File: src/rtl/armPkg.sv
package armPkg;

	localparam int DataWidth = 32;
	localparam int RegAddrWidth = 4;

	// r15 reads as the address of the current instruction plus 8
	localparam logic [RegAddrWidth-1:0] PcReg = 4'd15;

	// instruction bits 27:26
	typedef enum logic [1:0] {
		classData = 2'b00,
		classMem = 2'b01,
		classBranch = 2'b10
	} instrClassT;

	typedef enum logic [3:0] {
		opAnd = 4'h0,
		opSub = 4'h2,
		opAdd = 4'h4,
		opCmp = 4'ha,
		opOrr = 4'hc,
		opMov = 4'hd
	} aluOpT;

	typedef enum logic [3:0] {
		condEq = 4'h0,
		condNe = 4'h1,
		condCs = 4'h2,
		condCc = 4'h3,
		condMi = 4'h4,
		condPl = 4'h5,
		condVs = 4'h6,
		condVc = 4'h7,
		condHi = 4'h8,
		condLs = 4'h9,
		condGe = 4'ha,
		condLt = 4'hb,
		condGt = 4'hc,
		condLe = 4'hd,
		condAl = 4'he
	} condT;

	// N, Z, C, V from msb down
	typedef logic [3:0] flagsT;

	localparam int FlagN = 3;
	localparam int FlagZ = 2;
	localparam int FlagC = 1;
	localparam int FlagV = 0;

	// instruction fields
	localparam int CondLsb = 28;
	localparam int ClassLsb = 26;
	localparam int ImmBit = 25;
	localparam int OpLsb = 21;
	localparam int UpBit = 23;
	localparam int SBit = 20;
	localparam int LoadBit = 20;
	localparam int RnLsb = 16;
	localparam int RdLsb = 12;
	localparam int RmLsb = 0;
	localparam int Imm8Width = 8;
	localparam int Imm12Width = 12;
	localparam int BrOffWidth = 24;

endpackage

File: src/rtl/registerFile.sv
`timescale 1ns/1ps

module registerFile (
	input  logic                             clk,
	input  logic                             reset,
	input  logic [armPkg::RegAddrWidth-1:0]  i_rdAddr1,
	input  logic [armPkg::RegAddrWidth-1:0]  i_rdAddr2,
	output logic [armPkg::DataWidth-1:0]     o_rdData1,
	output logic [armPkg::DataWidth-1:0]     o_rdData2,
	input  logic [armPkg::RegAddrWidth-1:0]  i_wrAddr,
	input  logic [armPkg::DataWidth-1:0]     i_wrData,
	input  logic                             i_wrEnable
);

	localparam int NumRegs = 2 ** armPkg::RegAddrWidth;

	logic [armPkg::DataWidth-1:0] regs [NumRegs];

	always_ff @(posedge clk or posedge reset) begin
		if (reset) begin
			for (int i = 0; i < NumRegs; i++) begin
				regs[i] <= '0;
			end
		end else if (i_wrEnable) begin
			regs[i_wrAddr] <= i_wrData;
		end
	end

	// no write-through, a write is visible the cycle after
	assign o_rdData1 = regs[i_rdAddr1];
	assign o_rdData2 = regs[i_rdAddr2];

endmodule

File: src/rtl/hazardUnit.sv
`timescale 1ns/1ps

module hazardUnit (
	input  logic [armPkg::RegAddrWidth-1:0]  i_rdAddr1,
	input  logic [armPkg::RegAddrWidth-1:0]  i_rdAddr2,
	input  logic                             i_use1,
	input  logic                             i_use2,
	input  logic [armPkg::RegAddrWidth-1:0]  i_destE,
	input  logic                             i_regWriteE,
	input  logic [armPkg::RegAddrWidth-1:0]  i_destM,
	input  logic                             i_regWriteM,
	input  logic [armPkg::RegAddrWidth-1:0]  i_destW,
	input  logic                             i_regWriteW,
	input  logic                             i_branchTaken,
	output logic                             o_stallDecode,
	output logic                             o_flushDecode
);

	logic pending1;
	logic pending2;

	// true while an older instruction still has to write addr
	function automatic logic isPending(
		logic [armPkg::RegAddrWidth-1:0] addr,
		logic [armPkg::RegAddrWidth-1:0] destE,
		logic weE,
		logic [armPkg::RegAddrWidth-1:0] destM,
		logic weM,
		logic [armPkg::RegAddrWidth-1:0] destW,
		logic weW
	);
		return (weE && (addr == destE)) ||
			(weM && (addr == destM)) ||
			(weW && (addr == destW));
	endfunction

	assign pending1 = i_use1 && isPending(i_rdAddr1, i_destE, i_regWriteE,
		i_destM, i_regWriteM, i_destW, i_regWriteW);
	assign pending2 = i_use2 && isPending(i_rdAddr2, i_destE, i_regWriteE,
		i_destM, i_regWriteM, i_destW, i_regWriteW);

	// the flushed instruction no longer needs its operands
	assign o_stallDecode = (pending1 || pending2) && !i_branchTaken;
	assign o_flushDecode = i_branchTaken;

endmodule

File: src/rtl/decodeStage.sv
`timescale 1ns/1ps

module decodeStage (
	input  logic                             clk,
	input  logic                             reset,
	input  logic [armPkg::DataWidth-1:0]     i_inst,
	input  logic [armPkg::DataWidth-1:0]     i_pc,
	input  logic                             i_stall,
	input  logic                             i_flush,
	input  logic [armPkg::DataWidth-1:0]     i_rdData1,
	input  logic [armPkg::DataWidth-1:0]     i_rdData2,
	output logic [armPkg::RegAddrWidth-1:0]  o_rdAddr1,
	output logic [armPkg::RegAddrWidth-1:0]  o_rdAddr2,
	output logic                             o_use1,
	output logic                             o_use2,
	output logic [armPkg::DataWidth-1:0]     o_pcPlus8E,
	output logic [armPkg::DataWidth-1:0]     o_operandAE,
	output logic [armPkg::DataWidth-1:0]     o_operandBE,
	output logic [armPkg::DataWidth-1:0]     o_storeDataE,
	output logic [armPkg::DataWidth-1:0]     o_immE,
	output logic                             o_useImmE,
	output armPkg::aluOpT                    o_aluOpE,
	output armPkg::instrClassT               o_classE,
	output armPkg::condT                     o_condE,
	output logic                             o_setFlagsE,
	output logic                             o_upE,
	output logic                             o_regWriteE,
	output logic                             o_memWriteE,
	output logic                             o_memReadE,
	output logic [armPkg::RegAddrWidth-1:0]  o_destE
);

	localparam int Dw = armPkg::DataWidth;

	logic [Dw-1:0] instD;
	logic [Dw-1:0] pcD;
	logic validD;
	logic [Dw-1:0] pcPlus8D;
	logic [Dw-1:0] read1D;
	logic [Dw-1:0] read2D;
	logic [Dw-1:0] immD;
	armPkg::instrClassT classD;
	armPkg::aluOpT opD;
	armPkg::aluOpT aluOpD;
	logic use1D;
	logic use2D;
	logic useImmD;
	logic setFlagsD;
	logic regWriteD;
	logic memWriteD;
	logic memReadD;
	logic loadBubble;

	// if/id
	always_ff @(posedge clk or posedge reset) begin
		if (reset) begin
			validD <= 1'b0;
		end else if (i_flush) begin
			validD <= 1'b0;
		end else if (!i_stall) begin
			validD <= 1'b1;
		end
	end

	always_ff @(posedge clk) begin
		if (i_flush || !i_stall) begin
			instD <= i_inst;
			pcD <= i_pc;
		end
	end

	always_comb begin
		classD = armPkg::instrClassT'(instD[armPkg::ClassLsb +: 2]);
		opD = armPkg::aluOpT'(instD[armPkg::OpLsb +: 4]);
		o_rdAddr1 = instD[armPkg::RnLsb +: armPkg::RegAddrWidth];
		o_rdAddr2 = instD[armPkg::RmLsb +: armPkg::RegAddrWidth];
		use1D = 1'b0;
		use2D = 1'b0;
		immD = '0;
		useImmD = 1'b0;
		aluOpD = armPkg::opAdd;
		setFlagsD = 1'b0;
		regWriteD = 1'b0;
		memWriteD = 1'b0;
		memReadD = 1'b0;
		case (classD)
			armPkg::classData: begin
				use1D = (opD != armPkg::opMov);
				use2D = !instD[armPkg::ImmBit];
				immD = {{(Dw - armPkg::Imm8Width){1'b0}}, instD[armPkg::Imm8Width-1:0]};
				useImmD = instD[armPkg::ImmBit];
				aluOpD = opD;
				setFlagsD = instD[armPkg::SBit];
				regWriteD = (opD != armPkg::opCmp);
			end
			armPkg::classMem: begin
				// second port reads rd, the store data
				o_rdAddr2 = instD[armPkg::RdLsb +: armPkg::RegAddrWidth];
				use1D = 1'b1;
				use2D = !instD[armPkg::LoadBit];
				immD = {{(Dw - armPkg::Imm12Width){1'b0}}, instD[armPkg::Imm12Width-1:0]};
				useImmD = 1'b1;
				regWriteD = instD[armPkg::LoadBit];
				memReadD = instD[armPkg::LoadBit];
				memWriteD = !instD[armPkg::LoadBit];
			end
			armPkg::classBranch: begin
				// word offset, already scaled by 4
				immD = {{(Dw - armPkg::BrOffWidth - 2){instD[armPkg::BrOffWidth-1]}},
					instD[armPkg::BrOffWidth-1:0], 2'b00};
			end
			default: begin
			end
		endcase
	end

	assign o_use1 = use1D && validD;
	assign o_use2 = use2D && validD;

	assign pcPlus8D = pcD + 8;
	assign read1D = (o_rdAddr1 == armPkg::PcReg) ? pcPlus8D : i_rdData1;
	assign read2D = (o_rdAddr2 == armPkg::PcReg) ? pcPlus8D : i_rdData2;

	assign loadBubble = i_stall || i_flush || !validD;

	// id/ex
	always_ff @(posedge clk or posedge reset) begin
		if (reset) begin
			o_classE <= armPkg::classData;
			o_setFlagsE <= 1'b0;
			o_regWriteE <= 1'b0;
			o_memWriteE <= 1'b0;
			o_memReadE <= 1'b0;
		end else begin
			o_classE <= loadBubble ? armPkg::classData : classD;
			o_setFlagsE <= setFlagsD && !loadBubble;
			o_regWriteE <= regWriteD && !loadBubble;
			o_memWriteE <= memWriteD && !loadBubble;
			o_memReadE <= memReadD && !loadBubble;
		end
	end

	always_ff @(posedge clk) begin
		o_pcPlus8E <= pcPlus8D;
		o_operandAE <= read1D;
		o_operandBE <= read2D;
		o_storeDataE <= read2D;
		o_immE <= immD;
		o_useImmE <= useImmD;
		o_aluOpE <= aluOpD;
		o_condE <= armPkg::condT'(instD[armPkg::CondLsb +: 4]);
		o_upE <= instD[armPkg::UpBit];
		o_destE <= instD[armPkg::RdLsb +: armPkg::RegAddrWidth];
	end

endmodule

File: src/rtl/executeStage.sv
`timescale 1ns/1ps

module executeStage (
	input  logic                             clk,
	input  logic                             reset,
	input  logic [armPkg::DataWidth-1:0]     i_pcPlus8E,
	input  logic [armPkg::DataWidth-1:0]     i_operandAE,
	input  logic [armPkg::DataWidth-1:0]     i_operandBE,
	input  logic [armPkg::DataWidth-1:0]     i_storeDataE,
	input  logic [armPkg::DataWidth-1:0]     i_immE,
	input  logic                             i_useImmE,
	input  armPkg::aluOpT                    i_aluOpE,
	input  armPkg::instrClassT               i_classE,
	input  armPkg::condT                     i_condE,
	input  logic                             i_setFlagsE,
	input  logic                             i_upE,
	input  logic                             i_regWriteE,
	input  logic                             i_memWriteE,
	input  logic                             i_memReadE,
	input  logic [armPkg::RegAddrWidth-1:0]  i_destE,
	output logic                             o_branchTaken,
	output logic [armPkg::DataWidth-1:0]     o_branchTarget,
	output logic                             o_regWriteE,
	output logic [armPkg::RegAddrWidth-1:0]  o_destE,
	output logic [armPkg::DataWidth-1:0]     o_aluOutM,
	output logic [armPkg::DataWidth-1:0]     o_storeDataM,
	output logic [armPkg::RegAddrWidth-1:0]  o_destM,
	output logic                             o_regWriteM,
	output logic                             o_memWriteM,
	output logic                             o_memReadM,
	output logic                             o_memToRegM
);

	localparam int Msb = armPkg::DataWidth - 1;

	armPkg::flagsT flagsQ;
	armPkg::flagsT aluFlags;
	logic [armPkg::DataWidth-1:0] srcB;
	logic [armPkg::DataWidth:0] wideSum;
	logic [armPkg::DataWidth-1:0] aluResult;
	logic [armPkg::DataWidth-1:0] memAddr;
	logic [armPkg::DataWidth-1:0] resultE;
	logic condPass;

	function automatic logic condHolds(armPkg::condT cond, armPkg::flagsT flags);
		logic n;
		logic z;
		logic c;
		logic v;
		n = flags[armPkg::FlagN];
		z = flags[armPkg::FlagZ];
		c = flags[armPkg::FlagC];
		v = flags[armPkg::FlagV];
		case (cond)
			armPkg::condEq: return z;
			armPkg::condNe: return !z;
			armPkg::condCs: return c;
			armPkg::condCc: return !c;
			armPkg::condMi: return n;
			armPkg::condPl: return !n;
			armPkg::condVs: return v;
			armPkg::condVc: return !v;
			armPkg::condHi: return c && !z;
			armPkg::condLs: return !c || z;
			armPkg::condGe: return n == v;
			armPkg::condLt: return n != v;
			armPkg::condGt: return !z && (n == v);
			armPkg::condLe: return z || (n != v);
			armPkg::condAl: return 1'b1;
			default: return 1'b0;
		endcase
	endfunction

	always_comb begin
		srcB = i_useImmE ? i_immE : i_operandBE;
		wideSum = '0;
		aluFlags = flagsQ;
		case (i_aluOpE)
			armPkg::opAnd: aluResult = i_operandAE & srcB;
			armPkg::opOrr: aluResult = i_operandAE | srcB;
			armPkg::opAdd: begin
				wideSum = {1'b0, i_operandAE} + {1'b0, srcB};
				aluResult = wideSum[Msb:0];
				aluFlags[armPkg::FlagC] = wideSum[Msb+1];
				aluFlags[armPkg::FlagV] = (i_operandAE[Msb] == srcB[Msb]) &&
					(aluResult[Msb] != i_operandAE[Msb]);
			end
			armPkg::opSub, armPkg::opCmp: begin
				// carry set means no borrow
				wideSum = {1'b0, i_operandAE} + {1'b0, ~srcB} + 1'b1;
				aluResult = wideSum[Msb:0];
				aluFlags[armPkg::FlagC] = wideSum[Msb+1];
				aluFlags[armPkg::FlagV] = (i_operandAE[Msb] != srcB[Msb]) &&
					(aluResult[Msb] != i_operandAE[Msb]);
			end
			default: aluResult = srcB;
		endcase
		aluFlags[armPkg::FlagN] = aluResult[Msb];
		aluFlags[armPkg::FlagZ] = (aluResult == '0);
	end

	assign memAddr = i_upE ? i_operandAE + i_immE : i_operandAE - i_immE;
	assign resultE = (i_classE == armPkg::classMem) ? memAddr : aluResult;

	assign condPass = condHolds(i_condE, flagsQ);

	always_ff @(posedge clk or posedge reset) begin
		if (reset) begin
			flagsQ <= '0;
		end else if (condPass && i_setFlagsE) begin
			flagsQ <= aluFlags;
		end
	end

	assign o_branchTaken = condPass && (i_classE == armPkg::classBranch);
	assign o_branchTarget = i_pcPlus8E + i_immE;
	assign o_regWriteE = i_regWriteE && condPass;
	assign o_destE = i_destE;

	// ex/mem, a failed condition leaves a bubble
	always_ff @(posedge clk or posedge reset) begin
		if (reset) begin
			o_regWriteM <= 1'b0;
			o_memWriteM <= 1'b0;
			o_memReadM <= 1'b0;
			o_memToRegM <= 1'b0;
		end else begin
			o_regWriteM <= i_regWriteE && condPass;
			o_memWriteM <= i_memWriteE && condPass;
			o_memReadM <= i_memReadE && condPass;
			o_memToRegM <= i_memReadE && condPass;
		end
	end

	always_ff @(posedge clk) begin
		o_aluOutM <= resultE;
		o_storeDataM <= i_storeDataE;
		o_destM <= i_destE;
	end

endmodule

File: src/rtl/armCore.sv
`timescale 1ns/1ps

module armCore #(
	parameter logic [armPkg::DataWidth-1:0] ResetPc = '0
) (
	input  logic                          clk,
	input  logic                          reset,
	output logic [armPkg::DataWidth-1:0]  o_pc,
	input  logic [armPkg::DataWidth-1:0]  i_inst,
	output logic [armPkg::DataWidth-1:0]  o_memAddr,
	output logic                          o_memWrite,
	output logic                          o_memRead,
	output logic [armPkg::DataWidth-1:0]  o_writeData,
	input  logic [armPkg::DataWidth-1:0]  i_readData
);

	logic [armPkg::RegAddrWidth-1:0] rdAddr1;
	logic [armPkg::RegAddrWidth-1:0] rdAddr2;
	logic [armPkg::DataWidth-1:0] rdData1;
	logic [armPkg::DataWidth-1:0] rdData2;
	logic use1;
	logic use2;
	logic stallDecode;
	logic flushDecode;

	logic [armPkg::DataWidth-1:0] pcPlus8E;
	logic [armPkg::DataWidth-1:0] operandAE;
	logic [armPkg::DataWidth-1:0] operandBE;
	logic [armPkg::DataWidth-1:0] storeDataE;
	logic [armPkg::DataWidth-1:0] immE;
	logic useImmE;
	armPkg::aluOpT aluOpE;
	armPkg::instrClassT classE;
	armPkg::condT condE;
	logic setFlagsE;
	logic upE;
	logic regWriteE;
	logic memWriteE;
	logic memReadE;
	logic [armPkg::RegAddrWidth-1:0] destE;

	logic branchTaken;
	logic [armPkg::DataWidth-1:0] branchTarget;
	logic regWriteHzE;
	logic [armPkg::RegAddrWidth-1:0] destHzE;
	logic [armPkg::DataWidth-1:0] aluOutM;
	logic [armPkg::RegAddrWidth-1:0] destM;
	logic regWriteM;
	logic memToRegM;

	logic [armPkg::DataWidth-1:0] aluOutW;
	logic [armPkg::RegAddrWidth-1:0] destW;
	logic regWriteW;
	logic memToRegW;
	logic [armPkg::DataWidth-1:0] resultW;

	// fetch pc, a taken branch wins over a stall
	always_ff @(posedge clk or posedge reset) begin
		if (reset) begin
			o_pc <= ResetPc;
		end else if (branchTaken) begin
			o_pc <= branchTarget;
		end else if (!stallDecode) begin
			o_pc <= o_pc + 4;
		end
	end

	decodeStage decode_i (
		.clk(clk), .reset(reset), .i_inst(i_inst), .i_pc(o_pc),
		.i_stall(stallDecode), .i_flush(flushDecode),
		.i_rdData1(rdData1), .i_rdData2(rdData2),
		.o_rdAddr1(rdAddr1), .o_rdAddr2(rdAddr2), .o_use1(use1), .o_use2(use2),
		.o_pcPlus8E(pcPlus8E), .o_operandAE(operandAE), .o_operandBE(operandBE),
		.o_storeDataE(storeDataE), .o_immE(immE), .o_useImmE(useImmE),
		.o_aluOpE(aluOpE), .o_classE(classE), .o_condE(condE), .o_setFlagsE(setFlagsE),
		.o_upE(upE), .o_regWriteE(regWriteE), .o_memWriteE(memWriteE),
		.o_memReadE(memReadE), .o_destE(destE)
	);

	registerFile regFile_i (
		.clk(clk), .reset(reset),
		.i_rdAddr1(rdAddr1), .i_rdAddr2(rdAddr2),
		.o_rdData1(rdData1), .o_rdData2(rdData2),
		.i_wrAddr(destW), .i_wrData(resultW), .i_wrEnable(regWriteW)
	);

	executeStage execute_i (
		.clk(clk), .reset(reset),
		.i_pcPlus8E(pcPlus8E), .i_operandAE(operandAE), .i_operandBE(operandBE),
		.i_storeDataE(storeDataE), .i_immE(immE), .i_useImmE(useImmE),
		.i_aluOpE(aluOpE), .i_classE(classE), .i_condE(condE), .i_setFlagsE(setFlagsE),
		.i_upE(upE), .i_regWriteE(regWriteE), .i_memWriteE(memWriteE),
		.i_memReadE(memReadE), .i_destE(destE),
		.o_branchTaken(branchTaken), .o_branchTarget(branchTarget),
		.o_regWriteE(regWriteHzE), .o_destE(destHzE),
		.o_aluOutM(aluOutM), .o_storeDataM(o_writeData), .o_destM(destM),
		.o_regWriteM(regWriteM), .o_memWriteM(o_memWrite), .o_memReadM(o_memRead),
		.o_memToRegM(memToRegM)
	);

	hazardUnit hazard_i (
		.i_rdAddr1(rdAddr1), .i_rdAddr2(rdAddr2), .i_use1(use1), .i_use2(use2),
		.i_destE(destHzE), .i_regWriteE(regWriteHzE),
		.i_destM(destM), .i_regWriteM(regWriteM),
		.i_destW(destW), .i_regWriteW(regWriteW),
		.i_branchTaken(branchTaken),
		.o_stallDecode(stallDecode), .o_flushDecode(flushDecode)
	);

	assign o_memAddr = aluOutM;

	// mem/wb
	always_ff @(posedge clk or posedge reset) begin
		if (reset) begin
			regWriteW <= 1'b0;
			memToRegW <= 1'b0;
		end else begin
			regWriteW <= regWriteM;
			memToRegW <= memToRegM;
		end
	end

	always_ff @(posedge clk) begin
		aluOutW <= aluOutM;
		destW <= destM;
	end

	// load data arrives one cycle after the read, right in writeback
	assign resultW = memToRegW ? i_readData : aluOutW;

endmodule

File: config.mk
export PLATFORM = sky130hd
export DESIGN_NAME = armCore
export DESIGN_NICKNAME = d
export VERILOG_FILES = /design/src/rtl/armPkg.sv /design/src/rtl/registerFile.sv /design/src/rtl/hazardUnit.sv /design/src/rtl/decodeStage.sv /design/src/rtl/executeStage.sv /design/src/rtl/armCore.sv
export SDC_FILE = /design/constraint.sdc
export NUM_CORES = 2
export LEC_CHECK = 0
export BUFFER_PORTS_ARGS = -buffer_cell sky130_fd_sc_hd__buf_2
export CAP_MARGIN = 20
export CORE_AREA = 10 10 334 336
export DETAILED_ROUTE_END_ITERATION = 6
export DIE_AREA = 0 0 344 346
export GPL_TIMING_DRIVEN = 0
export PLACE_DENSITY_LB_ADDON = 0.2
export SKIP_LAST_GASP = 1
export SLEW_MARGIN = 5
export SYNTH_ARGS = -nofsm -noshare
export SYNTH_HDL_FRONTEND = slang
export SYNTH_SLANG_ARGS = --single-unit
File: constraint.sdc
create_clock -name clk -period 32.9 [get_ports clk]
set_input_delay 3.29 -clock clk [delete_from_list [all_inputs] [get_ports clk]]
set_output_delay 3.29 -clock clk [all_outputs]
set_load 0.02 [all_outputs]
; Word-level counts from Yosys, hierarchy flattened
; Cells that the tools add are included.
[op_classes]
addsub = 8
magnitude_cmp = 4
eq_ne = 39
muxes = 32
bitwise_logic = 6
n_reduce_logical = 52
[op_table]
columns = cell, count
row1 = $bwmux W512, 1
row2 = $mux W32, 13
row3 = $bmux W32 S4, 2
row4 = $demux W32 S4, 1
row5 = $pmux W32 S4, 1
row6 = $pmux W32 S3, 1
row7 = $add A32 B32 Y33, 2
row8 = $add A32 B32 Y32, 2
row9 = $eq A4 B4 Y1 const B, 11
row10 = $add A33 B1 Y33 const B, 1
row11 = $add A32 B3 Y32 const B, 1
row12 = $add A32 B4 Y32 const B, 1
row13 = $and A32 B32 Y32, 1
row14 = $logic_not A32 Y1, 1
row15 = $not A32 Y32, 1
row16 = $or A32 B32 Y32, 1
row17 = $sub A32 B32 Y32, 1
row18 = $logic_and A1 B1 Y1, 25
row19 = $eq A4 B4 Y1, 6
row20 = $eq A4 B3 Y1 const B, 5
row21 = $ge A5 B5 Y1 const B, 3
row22 = $not A4 Y5, 3
row23 = $pmux W1 S15, 1
row24 = $eq A4 B2 Y1 const B, 3
row25 = 20 further kinds, 53
[word_totals]
regBits = 870
elab_cells = 187

; Depth between registers and ports, before layout
[logic_depth]
depth_word = 14
ltp_mapped = 22

; Modules after synthesis
; A second synthesis with hierarchy kept.
[hier_totals]
cells_unflattened = 4218
hier_area_um2 = 49253.5
[by_module_without_submodules]
columns = mod, n_inst, cells_per_inst, area_per_inst_um2, seq_area_each_um2
row1 = registerFile, 1, 1680, 26868.3, 12812.3
row2 = executeStage, 1, 1648, 12192.9, 1536.5
row3 = decodeStage, 1, 576, 6950.4, 4819.6
row4 = armCore, 1, 274, 2944.1, 1571.5
row5 = hazardUnit, 1, 40, 297.8, 0.0

; Worst setup path before layout
; Ideal clock, no wire load.
[synth_path]
path_type = register to register
from = register decode_i.o_immE[1] (netlist bit)
to = register execute_i.o_aluOutM[30] (netlist bit)
t_arrival_ns = 4.288
required_time_ns = 32.779
setup_slack_ns = 28.491
path_stages_with_launch = 22
period_less_slack_ns = 4.409
cell_sequence = dfxtp_1 -> inv_1 -> ha_1 -> nand2_1 -> nor3_1 -> nand2b_1 -> or4_1 -> nor4_1 -> a21oi_1 -> xor2_1 -> ha_1 -> a21oi_1 -> o211ai_1 -> a21o_1 -> a31oi_1 -> o211ai_1 -> a41o_1 -> a211oi_1 -> o21bai_1 -> a21oi_1 -> xnor2_1 -> mux2_2
[synth_between]
elab_chain_cells = 6
word_cells_on_any_way = 10
[synth_rtl]
columns = item, line
row1 = "start, declared", decodeStage.sv:20  ; output logic [armPkg::DataWidth-1:0] o_immE,
row2 = "start signal, assigned", decodeStage.sv:148  ; o_immE <= immD;
row3 = $mux W32, executeStage.sv:75  ; srcB = i_useImmE ? i_immE : i_operandBE;
row4 = $not A32 Y32, executeStage.sv:90  ; wideSum = {1'b0, i_operandAE} + {1'b0, ~srcB} + 1'b1;
row5 = $add A32 B32 Y33, executeStage.sv:90
row6 = $add A33 B1 Y33, executeStage.sv:90
row7 = $pmux W32 S4, executeStage.sv:78  ; case (i_aluOpE)
row8 = $mux W32 *, executeStage.sv:103  ; assign resultE = (i_classE == armPkg::classMem) ? memAddr : aluResult;
row9 = net execute_i.resultE (one bit), executeStage.sv:42  ; logic [armPkg::DataWidth-1:0] resultE;
row10 = "end signal, assigned", executeStage.sv:136  ; o_aluOutM <= resultE;
row11 = "end, declared", executeStage.sv:25  ; output logic [armPkg::DataWidth-1:0] o_aluOutM,
; The timed path passes the listed nets; every way through them passes the cells marked *.
; A chain may end at the register's enable or synchronous reset.

; Final worst setup path
[layout_path]
from = register decode_i.o_useImmE
to = register execute_i.flagsQ[2]
[layout_between]
elab_chain_cells = 6
word_cells_on_any_way = 9
[layout_rtl]
columns = item, line
row1 = "start, declared", decodeStage.sv:21  ; output logic o_useImmE,
row2 = "start signal, assigned", decodeStage.sv:149  ; o_useImmE <= useImmD;
row3 = $mux W32 *, executeStage.sv:75
row4 = $not A32 Y32, executeStage.sv:90
row5 = $add A32 B32 Y33, executeStage.sv:90
row6 = $add A33 B1 Y33, executeStage.sv:90
row7 = $pmux W32 S4 *, executeStage.sv:78
row8 = $logic_not A32 Y1 *, executeStage.sv:99  ; aluFlags[armPkg::FlagZ] = (aluResult == '0);
row9 = "end signal, assigned", executeStage.sv:111  ; flagsQ <= aluFlags;
row10 = "end, declared", executeStage.sv:36  ; armPkg::flagsT flagsQ;
; Mark *: on every way between the ends. The rest lies on a longest branch, timed or not.

==> flow_summary.toml <==
[placement]
place.gp.congestion = 1.01
dp_hpwl_mm = 143
numPortBuffers = 163
placedCellCount = 6257
place_ws_ns = 26.57
dpl_cell_area_um2 = 49900

[clock_network]
clk_latency_ns = 0.71
postCtsHoldBufs = 0
clock-sinks = 864
post-cts-setup-buffer-count = 0
cts_tree = "built"
clockBufferDepth = 3
cts_root_buf = "clkbuf_16"
cts_buffers = 96
cts-resized-gates = 0
clkSlewWorstSetupHoldPaths_ns = 0.06
htreeDepth = 3

[floorplanning]
dieArea_um2 = 119000
die_w_um = 344
ios = 164
core_um2 = 105000
die_h_um = 346
num_rows = 119
initial_core_util = 0.447

[yosys]
syn_area_per_cell_um2 = 10.0
synthFlopType = "dfrtp_1"
yosysWarnings = 0
netlist_instances = 4668
synthArstFlopShare = 0.648
ys_ff_latch = 864
synth_top_cell_by_area = "dfrtp_1"
synth.top_cell.area_share = 0.299
yosys-top-cells-area = "dfrtp_1 (30%), mux4_2 (13%), dfxtp_1 (10%)"
synth_nets = 4918
synth_cell_types = 99
synth-edff-count = 64
synth_area_um2 = 46800
synth-seq-area-share = 0.443

[critical_path]
reg2regPathDepth = 17
r2r_end = "execute_i.flagsQ[2]"
cp_max_fo = 10
timing.rr.start = "decode_i.o_useImmE"
r2r_slack_ns = 26.40
critPathKind = "reg2reg"
end_kind = "register"
cp-start-kind = "register"
worstPathArrival_ns = 7.07
critical_path_required_ns = 33.48

[grt]
grt_pass1_vias = 38400
antenna_found_initial = 9
grt_pass1_wl_mm = 266
overflow = 0
grt_max_degree = 114
grtUsageTotal = 0.300

[detailed_routing]
wl_per_cell_um = 28.4
drc_errors = 0
firstDrtPassIters = 6
drt-vias-per-instance = 6.16
drt_wl_total_mm = 183
detail-route-antenna-nets = 0
first_iter_violations = 4553
vias = 39700

[hold_path]
hold_path_depth = 0
min_to = "decode_i.o_condE[0]"
hold_start = "decode_i.instD[28]"
hp-class = "reg2reg"

[timing]
skew_ns = 0.0662
hold_viol_final = 0
setup_tns_ns = 0
max_freq_mhz = 154
setup_violations = 0
slew-limit-headroom = 0.173
worst_pin_slew_ns = 1.23
grt_setup_unrepaired = "no"
finalCritPeriodShare = 0.197
layout_setup_ws_ns = 26.40
min_period_ns = 6.50
slew_viol_final = 0

[pwr]
p_leak_nw = 22.0
p_per_area_nw_per_um2 = 104
vdd_ir_drop_max_v = 0.0000580
power_mw = 5.52

[finish]
fin_nets = 5218
final_area_um2 = 53100
area_delta_synth_final_pct = 13.4
layout_common_cells = "dfrtp_1 (560), nor2_1 (506), nand2_1 (496)"
stdcell_count = 6442
final_common_cell = "dfrtp_1"
drive_above_1_share = 0.144
num_antenna_cells = 0

[outcome]
status = "finished, final reports clean"

[job]
maxCapViolCount = 0
[critical path, cell delays in order, from the launching register on]
cell	delay (ns)
dfxtp_1	0.31
buf_2	0.29
clkbuf_1	0.68
mux2_2	0.40
inv_1	0.09
ha_1	0.39
buf_2	0.26
nand4_1	0.11
o21ai_0	0.76
nand3_1	0.20
a21oi_1	0.51
a21oi_1	0.28
a21oi_1	0.26
mux2i_1	0.10
a21oi_1	0.74
nand4_1	0.17
or4b_1	0.64
o21ai_1	0.15
[logic make-up (layout without fill, tap and decap cells)]
kind of cell	Yosys count	after routing	share of synthesized area
XOR/XNOR	181	181	0.0339
adder cells (fa/ha/maj)	184	184	0.0498
AND/OR/NAND/NOR	1385	1385	0.129
AO/OA/AOI/OAI	1191	1191	0.151
multiplexers	381	381	0.154
buffers and inverters	482	865	0.0404
flip-flops	864	864	0.443
[synth_stat cells, types with 78 or more instances]
cell and instances:
nor2_1 506, o21ai_0 344, xnor2_1 79, nand3_1 139
dfxtp_1 240, mux4_2 266, clkbuf_1 242, inv_1 160
nand2_1 496, xor2_1 102, a21oi_1 492, ha_1 180
mux2i_1 78, dfrtp_1 560
[flip-flops by register name (all words and copies together) (netlist names), 2 cells and up]
| name | flops |
|---|---|
| aluOutW | 32 |
| decode_i.o_operandAE | 32 |
| regFile_i.regs | 512 |
| destW | 4 |
| decode_i.o_destE | 4 |
| execute_i.o_aluOutM | 32 |
| decode_i.o_aluOpE | 4 |
| execute_i.o_destM | 4 |
| decode_i.pcD | 32 |
| decode_i.instD | 32 |
| decode_i.o_immE | 26 |
| o_pc | 32 |
| decode_i.o_condE | 4 |
| execute_i.flagsQ | 4 |
| decode_i.o_operandBE | 32 |
| decode_i.o_classE | 2 |
| execute_i.o_storeDataM | 32 |
| decode_i.o_pcPlus8E | 32 |
[power by group]
part	switching, mW	internal (mW)	leakage, nW	total (mW)
Clock	0.473	0.625	1.57	1.10
Sequential	0.413	1.53	8.42	1.94
Combinational	1.51	0.969	12.0	2.48
[cell type report]
type | instances | area, um2
clock buffer | 140 | 2780
buffer | 321 | 1290
timing repair buffer | 202 | 1320
tap | 1391 | 1740
sequential | 864 | 20700
clock inverter | 41 | 410
fill | 9709 | 51700
inverter | 161 | 612
multi-input combinational | 3322 | 24200
[worst max path at each step]
stage	from	to	cells past startpoint	slack [ns]
4_1_cts	decode_i.o_useImmE	execute_i.flagsQ[2]	17	26.49
6_report	decode_i.o_useImmE	execute_i.flagsQ[2]	17	26.40
3_3_place_gp	reset	o_pc[23]	2	6.71
2_1_floorplan	reset	decode_i.o_classE[0]	1	13.95
3_5_place_dp	decode_i.o_useImmE	execute_i.flagsQ[2]	17	26.57
5_1_grt	decode_i.o_useImmE	execute_i.flagsQ[2]	17	26.21
[metal layers]
metal,wire (um),global-route usage,up-vias,part of all wire
met2,81800,0.456,2096,0.45
met1,73300,0.402,19900,0.40
met3,19300,0.0814,345,0.11
li1,-,-,17300,-
met5,37,0,-,0.00020
met4,8800,0.126,6,0.048
[per-stage QoR]
stage / util / hold slack [ns]
after floorplan: - / 0.323
after global placement: 0.471 / 0.333
after detailed placement: 0.476 / 0.333
after CTS: 0.506 / 0.344
after global routing: 0.507 / 0.346
final: 0.507 / 0.342
(Power assumes the default switching activity.)
